$ cat src/logic/mul_pkg.sv
package mul_pkg;

    // operand and product widths of the 8x8 multiplier.
    localparam int OPERAND_W = 8;
    localparam int PRODUCT_W = 16;

    // apb address and data widths.
    localparam int APB_AW = 8;
    localparam int APB_DW = 32;

    // completion counter width in STATUS.
    localparam int COUNT_W = 8;

    // operation codes written to CTRL[1:0].
    typedef enum logic [1:0] {
        OP_MUL  = 2'd0,
        OP_MAC  = 2'd1,
        OP_CLR  = 2'd2,
        OP_RSVD = 2'd3
    } mac_op_e;

    // register byte addresses.
    localparam logic [APB_AW-1:0] ADDR_OPERANDS = 8'h00;
    localparam logic [APB_AW-1:0] ADDR_CTRL     = 8'h04;
    localparam logic [APB_AW-1:0] ADDR_RESULT   = 8'h08;
    localparam logic [APB_AW-1:0] ADDR_STATUS   = 8'h0C;

endpackage

$ cat src/logic/mac_if.sv
`timescale 1ns/1ns

interface mac_if #(
    parameter int ACC_W = 24
) ();

    // launched operation, valid for one cycle with launch.
    logic                              launch;
    mul_pkg::mac_op_e                  op;
    logic [mul_pkg::OPERAND_W-1:0]     a;
    logic [mul_pkg::OPERAND_W-1:0]     b;

    // datapath results and status.
    logic [ACC_W-1:0]                  acc;
    logic                              retire;
    logic                              busy;

    modport regs_mp (
        output launch, op, a, b,
        input  acc, retire, busy
    );

    modport dp_mp (
        input  launch, op, a, b,
        output acc, retire, busy
    );

endinterface

$ cat src/logic/array_multiplier.sv
`timescale 1ns/1ns

module array_multiplier (
    input  logic [mul_pkg::OPERAND_W-1:0] a,
    input  logic [mul_pkg::OPERAND_W-1:0] b,
    output logic [mul_pkg::PRODUCT_W-1:0] product
);

    logic [mul_pkg::OPERAND_W-1:0] pp [mul_pkg::OPERAND_W];

    logic [3:0]  s1, s2, s3, s4, s5, s6, s7, s9, s10, s11;
    logic [1:0]  s8;
    logic        c1, c2, c3, c4, c5, c6, c7, c8, c9, c10, c11;
    logic [13:0] fin_x, fin_y, fin_sum;
    logic        fin_cout;

    // row i is b gated by a[i], weight of pp[i][j] is i+j.
    for (genvar i = 0; i < mul_pkg::OPERAND_W; i++) begin : g_pp
        assign pp[i] = b & {mul_pkg::OPERAND_W{a[i]}};
    end

    // stage 1, middle columns 5 to 10.
    cla_block #(.WIDTH(4)) cla_1_i (
        .x({pp[1][7], pp[0][7], pp[0][6], pp[0][5]}),
        .y({pp[2][6], pp[1][6], pp[1][5], pp[1][4]}),
        .cin(1'b0), .sum(s1), .cout(c1));
    cla_block #(.WIDTH(4)) cla_2_i (
        .x({pp[2][7], pp[3][5], pp[2][5], pp[2][4]}),
        .y({pp[3][6], pp[4][4], pp[3][4], pp[3][3]}),
        .cin(1'b0), .sum(s2), .cout(c2));
    cla_block #(.WIDTH(4)) cla_3_i (
        .x({pp[3][7], pp[4][5], pp[5][3], pp[4][3]}),
        .y({pp[4][6], pp[5][4], pp[6][2], pp[5][2]}),
        .cin(1'b0), .sum(s3), .cout(c3));

    // stage 2.
    cla_block #(.WIDTH(4)) cla_4_i (
        .x({pp[4][2], pp[2][3], pp[0][4], pp[0][3]}),
        .y({pp[5][1], pp[3][2], pp[1][3], pp[1][2]}),
        .cin(1'b0), .sum(s4), .cout(c4));
    cla_block #(.WIDTH(4)) cla_5_i (
        .x({pp[6][1], pp[6][0], pp[4][1], pp[2][2]}),
        .y({pp[7][0], s1[1], pp[5][0], pp[3][1]}),
        .cin(1'b0), .sum(s5), .cout(c5));
    cla_block #(.WIDTH(4)) cla_6_i (
        .x({pp[5][5], pp[6][3], pp[7][1], s2[1]}),
        .y({pp[6][4], pp[7][2], 1'b0, s3[0]}),
        .cin(s1[2]), .sum(s6), .cout(c6));
    cla_block #(.WIDTH(4)) cla_7_i (
        .x({pp[4][7], pp[7][3], c1, s2[2]}),
        .y({pp[5][6], c2, s2[3], s3[1]}),
        .cin(s1[3]), .sum(s7), .cout(c7));
    cla_block #(.WIDTH(2)) cla_8_i (
        .x({pp[5][7], pp[7][4]}),
        .y({pp[6][6], c3}),
        .cin(pp[6][5]), .sum(s8), .cout(c8));

    // stage 3.
    cla_block #(.WIDTH(4)) cla_9_i (
        .x({s1[0], pp[4][0], pp[2][1], pp[0][2]}),
        .y({s4[2], s4[1], pp[3][0], pp[1][1]}),
        .cin(1'b0), .sum(s9), .cout(c9));
    cla_block #(.WIDTH(4)) cla_10_i (
        .x({s3[2], c5, c4, s4[3]}),
        .y({s6[2], s6[1], s5[3], s5[2]}),
        .cin(s2[0]), .sum(s10), .cout(c10));
    cla_block #(.WIDTH(4)) cla_11_i (
        .x({pp[6][7], pp[7][5], c6, s6[3]}),
        .y({pp[7][6], c7, s7[3], s7[2]}),
        .cin(s3[3]), .sum(s11), .cout(c11));

    // final two rows, weights 1 to 14.
    assign fin_x = {pp[7][7], c8, s8[1], s8[0], c10, s7[1], s7[0],
                    s6[0], c9, s5[1], s5[0], s4[0], pp[2][0], pp[0][1]};
    assign fin_y = {c11, s11[3], s11[2], s11[1], s11[0], s10[3], s10[2],
                    s10[1], s10[0], s9[3], s9[2], s9[1], s9[0], pp[1][0]};

    kogge_stone_adder #(.WIDTH(14)) final_add_i (
        .x(fin_x),
        .y(fin_y),
        .sum(fin_sum),
        .cout(fin_cout)
    );

    assign product = {fin_cout, fin_sum, pp[0][0]};

endmodule

$ cat src/logic/cla_block.sv
`timescale 1ns/1ns

module cla_block #(
    parameter int WIDTH = 4
) (
    input  logic [WIDTH-1:0] x,
    input  logic [WIDTH-1:0] y,
    input  logic             cin,
    output logic [WIDTH-1:0] sum,
    output logic             cout
);

    logic [WIDTH-1:0] gen;
    logic [WIDTH-1:0] prop;
    logic             carry;

    assign gen  = x & y;
    assign prop = x ^ y;

    // carry ripples from bit 0 upward.
    always_comb begin
        carry = cin;
        for (int i = 0; i < WIDTH; i++) begin
            sum[i] = prop[i] ^ carry;
            carry  = gen[i] | (prop[i] & carry);
        end
        cout = carry;
    end

endmodule

$ cat src/logic/kogge_stone_adder.sv
`timescale 1ns/1ns

module kogge_stone_adder #(
    parameter int WIDTH = 14
) (
    input  logic [WIDTH-1:0] x,
    input  logic [WIDTH-1:0] y,
    output logic [WIDTH-1:0] sum,
    output logic             cout
);

    localparam int LEVELS = $clog2(WIDTH);

    // level l holds group generate and propagate spanning 2**l bits.
    for (genvar l = 0; l <= LEVELS; l++) begin : g_lvl
        logic [WIDTH-1:0] g;
        logic [WIDTH-1:0] p;

        if (l == 0) begin : g_init
            assign g = x & y;
            assign p = x ^ y;
        end else begin : g_prefix
            localparam int SPAN = 1 << (l - 1);

            for (genvar i = 0; i < WIDTH; i++) begin : g_bit
                if (i < SPAN) begin : g_pass
                    assign g[i] = g_lvl[l-1].g[i];
                    assign p[i] = g_lvl[l-1].p[i];
                end else if (i < 2 * SPAN) begin : g_gray
                    // group reaches bit 0, only the carry is needed.
                    assign g[i] = g_lvl[l-1].g[i]
                                | (g_lvl[l-1].p[i] & g_lvl[l-1].g[i-SPAN]);
                    assign p[i] = g_lvl[l-1].p[i];
                end else begin : g_black
                    assign g[i] = g_lvl[l-1].g[i]
                                | (g_lvl[l-1].p[i] & g_lvl[l-1].g[i-SPAN]);
                    assign p[i] = g_lvl[l-1].p[i] & g_lvl[l-1].p[i-SPAN];
                end
            end
        end
    end

    // bit 0 has no incoming carry.
    assign sum[0] = g_lvl[0].p[0];

    for (genvar i = 1; i < WIDTH; i++) begin : g_sum
        assign sum[i] = g_lvl[0].p[i] ^ g_lvl[LEVELS].g[i-1];
    end

    assign cout = g_lvl[LEVELS].g[WIDTH-1];

endmodule

$ cat src/logic/mac_datapath.sv
`timescale 1ns/1ns

module mac_datapath #(
    parameter int ACC_W = 24
) (
    input logic    clk,
    input logic    arst_n,
    mac_if.dp_mp   bus
);

    logic                              s1_valid;
    mul_pkg::mac_op_e                  s1_op;
    logic [mul_pkg::OPERAND_W-1:0]     s1_a;
    logic [mul_pkg::OPERAND_W-1:0]     s1_b;

    logic                              s2_valid;
    mul_pkg::mac_op_e                  s2_op;
    logic [mul_pkg::PRODUCT_W-1:0]     s2_product;

    logic [mul_pkg::PRODUCT_W-1:0]     product;
    logic [ACC_W-1:0]                  product_ext;
    logic [ACC_W-1:0]                  acc_q;
    logic                              retire_q;

    array_multiplier mult_i (
        .a(s1_a),
        .b(s1_b),
        .product(product)
    );

    always_ff @(posedge clk or negedge arst_n) begin
        if (!arst_n) begin
            s1_valid <= 1'b0;
            s2_valid <= 1'b0;
        end else begin
            s1_valid <= bus.launch;
            s2_valid <= s1_valid;
        end
    end

    // stage 1 operands, stage 2 product.
    always_ff @(posedge clk) begin
        if (bus.launch) begin
            s1_op <= bus.op;
            s1_a  <= bus.a;
            s1_b  <= bus.b;
        end
        if (s1_valid) begin
            s2_op      <= s1_op;
            s2_product <= product;
        end
    end

    assign product_ext = {{(ACC_W - mul_pkg::PRODUCT_W){1'b0}}, s2_product};

    // stage 3, sums wrap at ACC_W bits.
    always_ff @(posedge clk or negedge arst_n) begin
        if (!arst_n) begin
            acc_q    <= '0;
            retire_q <= 1'b0;
        end else begin
            retire_q <= s2_valid;
            if (s2_valid) begin
                case (s2_op)
                    mul_pkg::OP_MUL: acc_q <= product_ext;
                    mul_pkg::OP_MAC: acc_q <= acc_q + product_ext;
                    mul_pkg::OP_CLR: acc_q <= '0;
                    default:         acc_q <= acc_q;
                endcase
            end
        end
    end

    assign bus.acc    = acc_q;
    assign bus.retire = retire_q;
    // an op stays in flight until the retire cycle has passed.
    assign bus.busy   = s1_valid | s2_valid | retire_q;

endmodule

$ cat src/logic/mac_regs.sv
`timescale 1ns/1ns

module mac_regs #(
    parameter int ACC_W = 24
) (
    input  logic                          clk,
    input  logic                          arst_n,
    input  logic                          psel,
    input  logic                          penable,
    input  logic                          pwrite,
    input  logic [mul_pkg::APB_AW-1:0]    paddr,
    input  logic [mul_pkg::APB_DW-1:0]    pwdata,
    output logic [mul_pkg::APB_DW-1:0]    prdata,
    output logic                          pslverr,
    mac_if.regs_mp                        bus
);

    logic                                  access;
    logic                                  err;
    logic                                  wr_ok;
    logic [1:0]                            ctrl_op;
    logic [2*mul_pkg::OPERAND_W-1:0]       operands_q;
    logic                                  launch_q;
    mul_pkg::mac_op_e                      op_q;
    logic [mul_pkg::COUNT_W-1:0]           count_q;

    assign access  = psel & penable;
    assign ctrl_op = pwdata[1:0];

    // slave error decode.
    always_comb begin
        case (paddr)
            mul_pkg::ADDR_OPERANDS: err = 1'b0;
            mul_pkg::ADDR_CTRL:     err = !pwrite || (ctrl_op == mul_pkg::OP_RSVD);
            mul_pkg::ADDR_RESULT,
            mul_pkg::ADDR_STATUS:   err = pwrite;
            default:                err = 1'b1;
        endcase
    end

    assign pslverr = access & err;
    assign wr_ok   = access & pwrite & ~err;

    always_ff @(posedge clk or negedge arst_n) begin
        if (!arst_n) begin
            operands_q <= '0;
            launch_q   <= 1'b0;
            count_q    <= '0;
        end else begin
            if (wr_ok && paddr == mul_pkg::ADDR_OPERANDS) begin
                operands_q <= pwdata[2*mul_pkg::OPERAND_W-1:0];
            end
            launch_q <= wr_ok && (paddr == mul_pkg::ADDR_CTRL);
            // wraps at 256.
            if (bus.retire) begin
                count_q <= count_q + 1'b1;
            end
        end
    end

    always_ff @(posedge clk) begin
        if (wr_ok && paddr == mul_pkg::ADDR_CTRL) begin
            op_q <= mul_pkg::mac_op_e'(ctrl_op);
        end
    end

    assign bus.launch = launch_q;
    assign bus.op     = op_q;
    assign bus.a      = operands_q[mul_pkg::OPERAND_W-1:0];
    assign bus.b      = operands_q[2*mul_pkg::OPERAND_W-1:mul_pkg::OPERAND_W];

    // read data, zero outside a read access.
    always_comb begin
        prdata = '0;
        if (access && !pwrite) begin
            case (paddr)
                mul_pkg::ADDR_OPERANDS: prdata[2*mul_pkg::OPERAND_W-1:0] = operands_q;
                mul_pkg::ADDR_RESULT:   prdata[ACC_W-1:0] = bus.acc;
                mul_pkg::ADDR_STATUS:   prdata[mul_pkg::COUNT_W:0] = {bus.busy, count_q};
                default:                prdata = '0;
            endcase
        end
    end

endmodule

$ cat src/logic/mac_top.sv
`timescale 1ns/1ns

module mac_top #(
    parameter int ACC_W = 24
) (
    input  logic                          clk,
    input  logic                          arst_n,
    input  logic                          psel,
    input  logic                          penable,
    input  logic                          pwrite,
    input  logic [mul_pkg::APB_AW-1:0]    paddr,
    input  logic [mul_pkg::APB_DW-1:0]    pwdata,
    output logic [mul_pkg::APB_DW-1:0]    prdata,
    output logic                          pready,
    output logic                          pslverr
);

    mac_if #(.ACC_W(ACC_W)) mac_bus ();

    mac_regs #(.ACC_W(ACC_W)) regs_i (
        .clk(clk),
        .arst_n(arst_n),
        .psel(psel),
        .penable(penable),
        .pwrite(pwrite),
        .paddr(paddr),
        .pwdata(pwdata),
        .prdata(prdata),
        .pslverr(pslverr),
        .bus(mac_bus.regs_mp)
    );

    mac_datapath #(.ACC_W(ACC_W)) dp_i (
        .clk(clk),
        .arst_n(arst_n),
        .bus(mac_bus.dp_mp)
    );

    // zero wait state slave.
    assign pready = 1'b1;

endmodule

$ cat config.mk
export PLATFORM = sky130hd
export DESIGN_NAME = mac_top
export DESIGN_NICKNAME = d
export VERILOG_FILES = /design/src/logic/mul_pkg.sv /design/src/logic/mac_if.sv /design/src/logic/array_multiplier.sv /design/src/logic/cla_block.sv /design/src/logic/kogge_stone_adder.sv /design/src/logic/mac_datapath.sv /design/src/logic/mac_regs.sv /design/src/logic/mac_top.sv
export SDC_FILE = /design/constraint.sdc
export NUM_CORES = 1
export LEC_CHECK = 0
export ABC_AREA = 1
export CORE_ASPECT_RATIO = 0.5
export CORE_MARGIN = 2
export CORE_UTILIZATION = 60
export DETAILED_ROUTE_END_ITERATION = 10
export DONT_BUFFER_PORTS = 1
export GPL_TIMING_DRIVEN = 0
export HOLD_SLACK_MARGIN = 0.15
export PLACE_DENSITY = 0.76
export REMOVE_ABC_BUFFERS = 1
export SLEW_MARGIN = 20
export SYNTH_ARGS = -nofsm -noshare
export SYNTH_HDL_FRONTEND = slang
export SYNTH_SLANG_ARGS = --single-unit
$ cat constraint.sdc
create_clock -name clk -period 10.94 [get_ports clk]
set_clock_uncertainty 0.15 [all_clocks]
set_input_delay 1.641 -clock clk [delete_from_list [all_inputs] [get_ports clk]]
set_output_delay 1.641 -clock clk [all_outputs]
set_load 0.1 [all_outputs]
==> results.yml <==
route:
  first_pass_iters: 5
  vias: 5809
  viasPerCell: 5.56
  wl_mm: 16.7
  drtAntennaViolNets: 0
  drc: 0
  drt_iter0_drc: 485
  avgRoutedWirePerCell_um: 16.0
floorplanning:
  core_area_mm2: 0.0111
  die_x_um: 157
  die_area_mm2: 0.0126
  io_pins: 79
  fp.dieH_um: 80.3
  row_count: 27
  initial_utilization_pct: 62.6
setup_path:
  cp.required_ns: 10.89
  startpoint_type: "flop"
  worst_ep_arrival_time_ns: 6.37
  critPathKind: "flop to flop"
  rrSetupSlack_ns: 4.52
  worstSetupEndpointType: "flop"
  cp_max_fo: 8
finish:
  fillers: 901
  syn_to_final_growth_pct: 8.49
  num-nets-final: 1017
  final_cell_mix: "290 x nand2_1, 133 x inv_1, 63 x a21oi_1, 57 x nand3_1, 54 x nor2_1"
  layout-drive-gt1-share_pct: 7.23
  diodes: 0
  layout_commonest_cell: "nand2_1"
  final_cells: 1044
grt:
  grt_pass1_wl_mm: 27.0
  grt_pass1_vias: 5412
  antenna_found_initial: 0
  grt_max_degree: 53
  grt-ovfl-total: 0
  grt_usage_pct: 28.1
sta:
  finalHoldViolations: 0
  period_share_pct: 58.7
  post-route-min-period_ns: 6.42
  grt_setup_unrepaired: "no"
  tightest_slew_ns: 1.19
  finalSetupTns_ns: 0
  slew_headroom_pct: 21.0
  slew_viol_final: 0
  finalSetupViolCount: 0
  max_freq_ghz: 0.156
placed_design:
  gp_congestion: 0.911
  io_buffers: 0
  dp_cells: 1028
  place_hpwl_mm: 12.8
cts:
  cts_max_level: 3
  cts_setup_buffers: 0
  cts_num_sinks: 90
  cts_root_buf: "clkbuf_16"
  ctsHoldBuffers: 0
  tritoncts: "yes"
  numCtsBuffers: 9
  clock_path_buffers: 2
  path_clk_slew_ns: 0.07
  clk_latency_ns: 0.35
  cts_resized: 0
pwr:
  powerDensity_mw_per_mm2: 92.9
  netSwitchingFraction_pct: 23.9
  p_int_mw: 0.535
  pwr-share-clk_pct: 47.3
  comb_power_share_pct: 3.0
  p_seq_share_pct: 49.7
  power.switching_mw: 0.168
  p_leak_nw: 3.91
  power_mw: 0.704
  vdd_ir_drop_max_v: 0.0000677
yosys:
  yosysUniqueCellTypes: 37
  yosys_warnings: 0
  ys_seq_area_share_pct: 35.0
  synth_edf_count: 38
  ys_ff_latch: 90
  syn_area_mm2: 0.00698
  async_flop_share_pct: 57.8
  avgSynthCellArea_um2: 7.69
  netlist_instances: 908
  synth_ff_type: "dfrtp_1"
job:
  maxCapViolations: 0
min_path:
  hold_path.class: "flop to flop"
run_status:
  status: "completed"
==> worst paths after layout <==
kind	start	to	depth (start not counted)
max reg2reg	dp_i.s1_a[0]	dp_i.s2_product[14]	21
min	dp_i.s2_valid	dp_i.bus.retire	0
min in group asynchronous	arst_n	dp_i.bus.acc[14]	0
max	dp_i.s1_a[0]	dp_i.s2_product[14]	21
min reg2reg	dp_i.s2_valid	dp_i.bus.retire	0
max in group asynchronous	arst_n	regs_i.operands_q[2]	0
==> Yosys cell counts (2+ instances only) <==
master | number | share of area, %
inv_2 | 5 | 0.27
nor2_1 | 62 | 3.3
clkbuf_1 | 21 | 1.1
buf_4 | 10 | 1.1
inv_1 | 133 | 7.2
fa_1 | 37 | 11
nor3_1 | 13 | 0.93
xnor2_1 | 6 | 0.75
dfrtp_1 | 52 | 19
conb_1 | 2 | 0.11
a31oi_1 | 6 | 0.54
edfxtp_1 | 38 | 16
nand4_1 | 8 | 0.72
a21boi_0 | 4 | 0.43
buf_6 | 2 | 0.32
a21oi_1 | 71 | 5.1
ha_1 | 41 | 7.3
o21ai_0 | 11 | 0.79
xor2_1 | 13 | 1.6
nand2_1 | 290 | 16
a22oi_1 | 2 | 0.21
nor2_4 | 4 | 0.65
nand3_4 | 2 | 0.50
nand3_1 | 57 | 4.1
or2_2 | 3 | 0.27
o22ai_1 | 2 | 0.18
buf_2 | 3 | 0.21
==> worst max-delay path, cell delays in order, from the launching register on <==
cell,delay (ns)
edfxtp_1,0.54
nand2_1,0.08
inv_1,0.07
ha_1,0.15
inv_1,0.05
fa_1,0.37
fa_1,0.38
fa_1,0.46
fa_1,0.39
fa_1,0.39
fa_1,0.47
fa_1,0.42
fa_1,0.39
fa_1,0.42
fa_1,0.49
inv_1,0.04
ha_1,0.32
a21oi_1,0.15
o21ai_0,0.09
a21oi_1,0.12
nand2_1,0.07
xor2_1,0.14
==> metal layers <==
| layer | share of wire [%] | vias to the layer above | global-route usage (%) |
|---|---|---|---|
| met3 | 7.0 | 23 | 6.10 |
| li1 | - | 2822 | - |
| met2 | 46 | 211 | 45.9 |
| met4 | 1.3 | 0 | 5.41 |
| met5 | 0 | - | 0 |
| met1 | 46 | 2753 | 39.3 |
==> metrics by stage <==
| step | worst slack, ns | hold WS [ns] | cell area [µm²] | utilization, % |
|---|---|---|---|---|
| after detailed placement | 4.56 | 0.239 | 7250 | 65.1 |
| after global placement | 4.45 | 0.229 | 7000 | 62.8 |
| after floorplan | 4.90 | 0.220 | 6820 | - |
| after global routing | 4.16 | 0.272 | 7570 | 67.9 |
| final | 4.52 | 0.257 | 7570 | 67.9 |
| after CTS | 4.52 | 0.255 | 7570 | 67.9 |
==> kinds of logic after synthesis <==
logic type | after synthesis | synth area share (%)
AOI/OAI and AO/OA | 103 | 8.06
xor gates and xnor gates | 19 | 2.38
adders and majority gates | 78 | 18.0
buffers and inverters | 175 | 10.3
DFF | 90 | 35.0
other | 2 | 0.108
and+or+nand+nor | 441 | 26.3
==> area by class of cell <==
cell class              count  area [µm²]  share of cell area (%)
clock inverters             7        95.1                    1.26
inverters                 139         524                    6.92
clock buffers               9         225                    2.97
repair buffers              4        60.1                   0.793
flip-flops and latches     90        2440                    32.2
multi-input cells         650        4050                    53.4
well taps                 145         181                    2.40
==> state kept, by name (all words and copies together) (netlist names), 2 cells and up <==
| signal | cells |
|---|---|
| dp_i.s1_b | 8 |
| dp_i.s1_op | 2 |
| dp_i.s2_op | 2 |
| dp_i.s1_a | 8 |
| regs_i.count_q | 8 |
| dp_i.bus.acc | 24 |
| dp_i.s2_product | 16 |
| regs_i.operands_q | 16 |
| regs_i.bus.op | 2 |
==> power groups by stage <==
stage	Sequential, mW	Clock, mW	Combinational, mW
2_1_floorplan	0.357	0	0.0189
3_3_place_gp	0.357	0	0.0198
3_5_place_dp	0.357	0	0.0209
4_1_cts	0.350	0.337	0.0209
5_1_grt	0.350	0.352	0.0218
6_report	0.350	0.333	0.0211
Note: power is estimated with default switching activity, not from simulation.
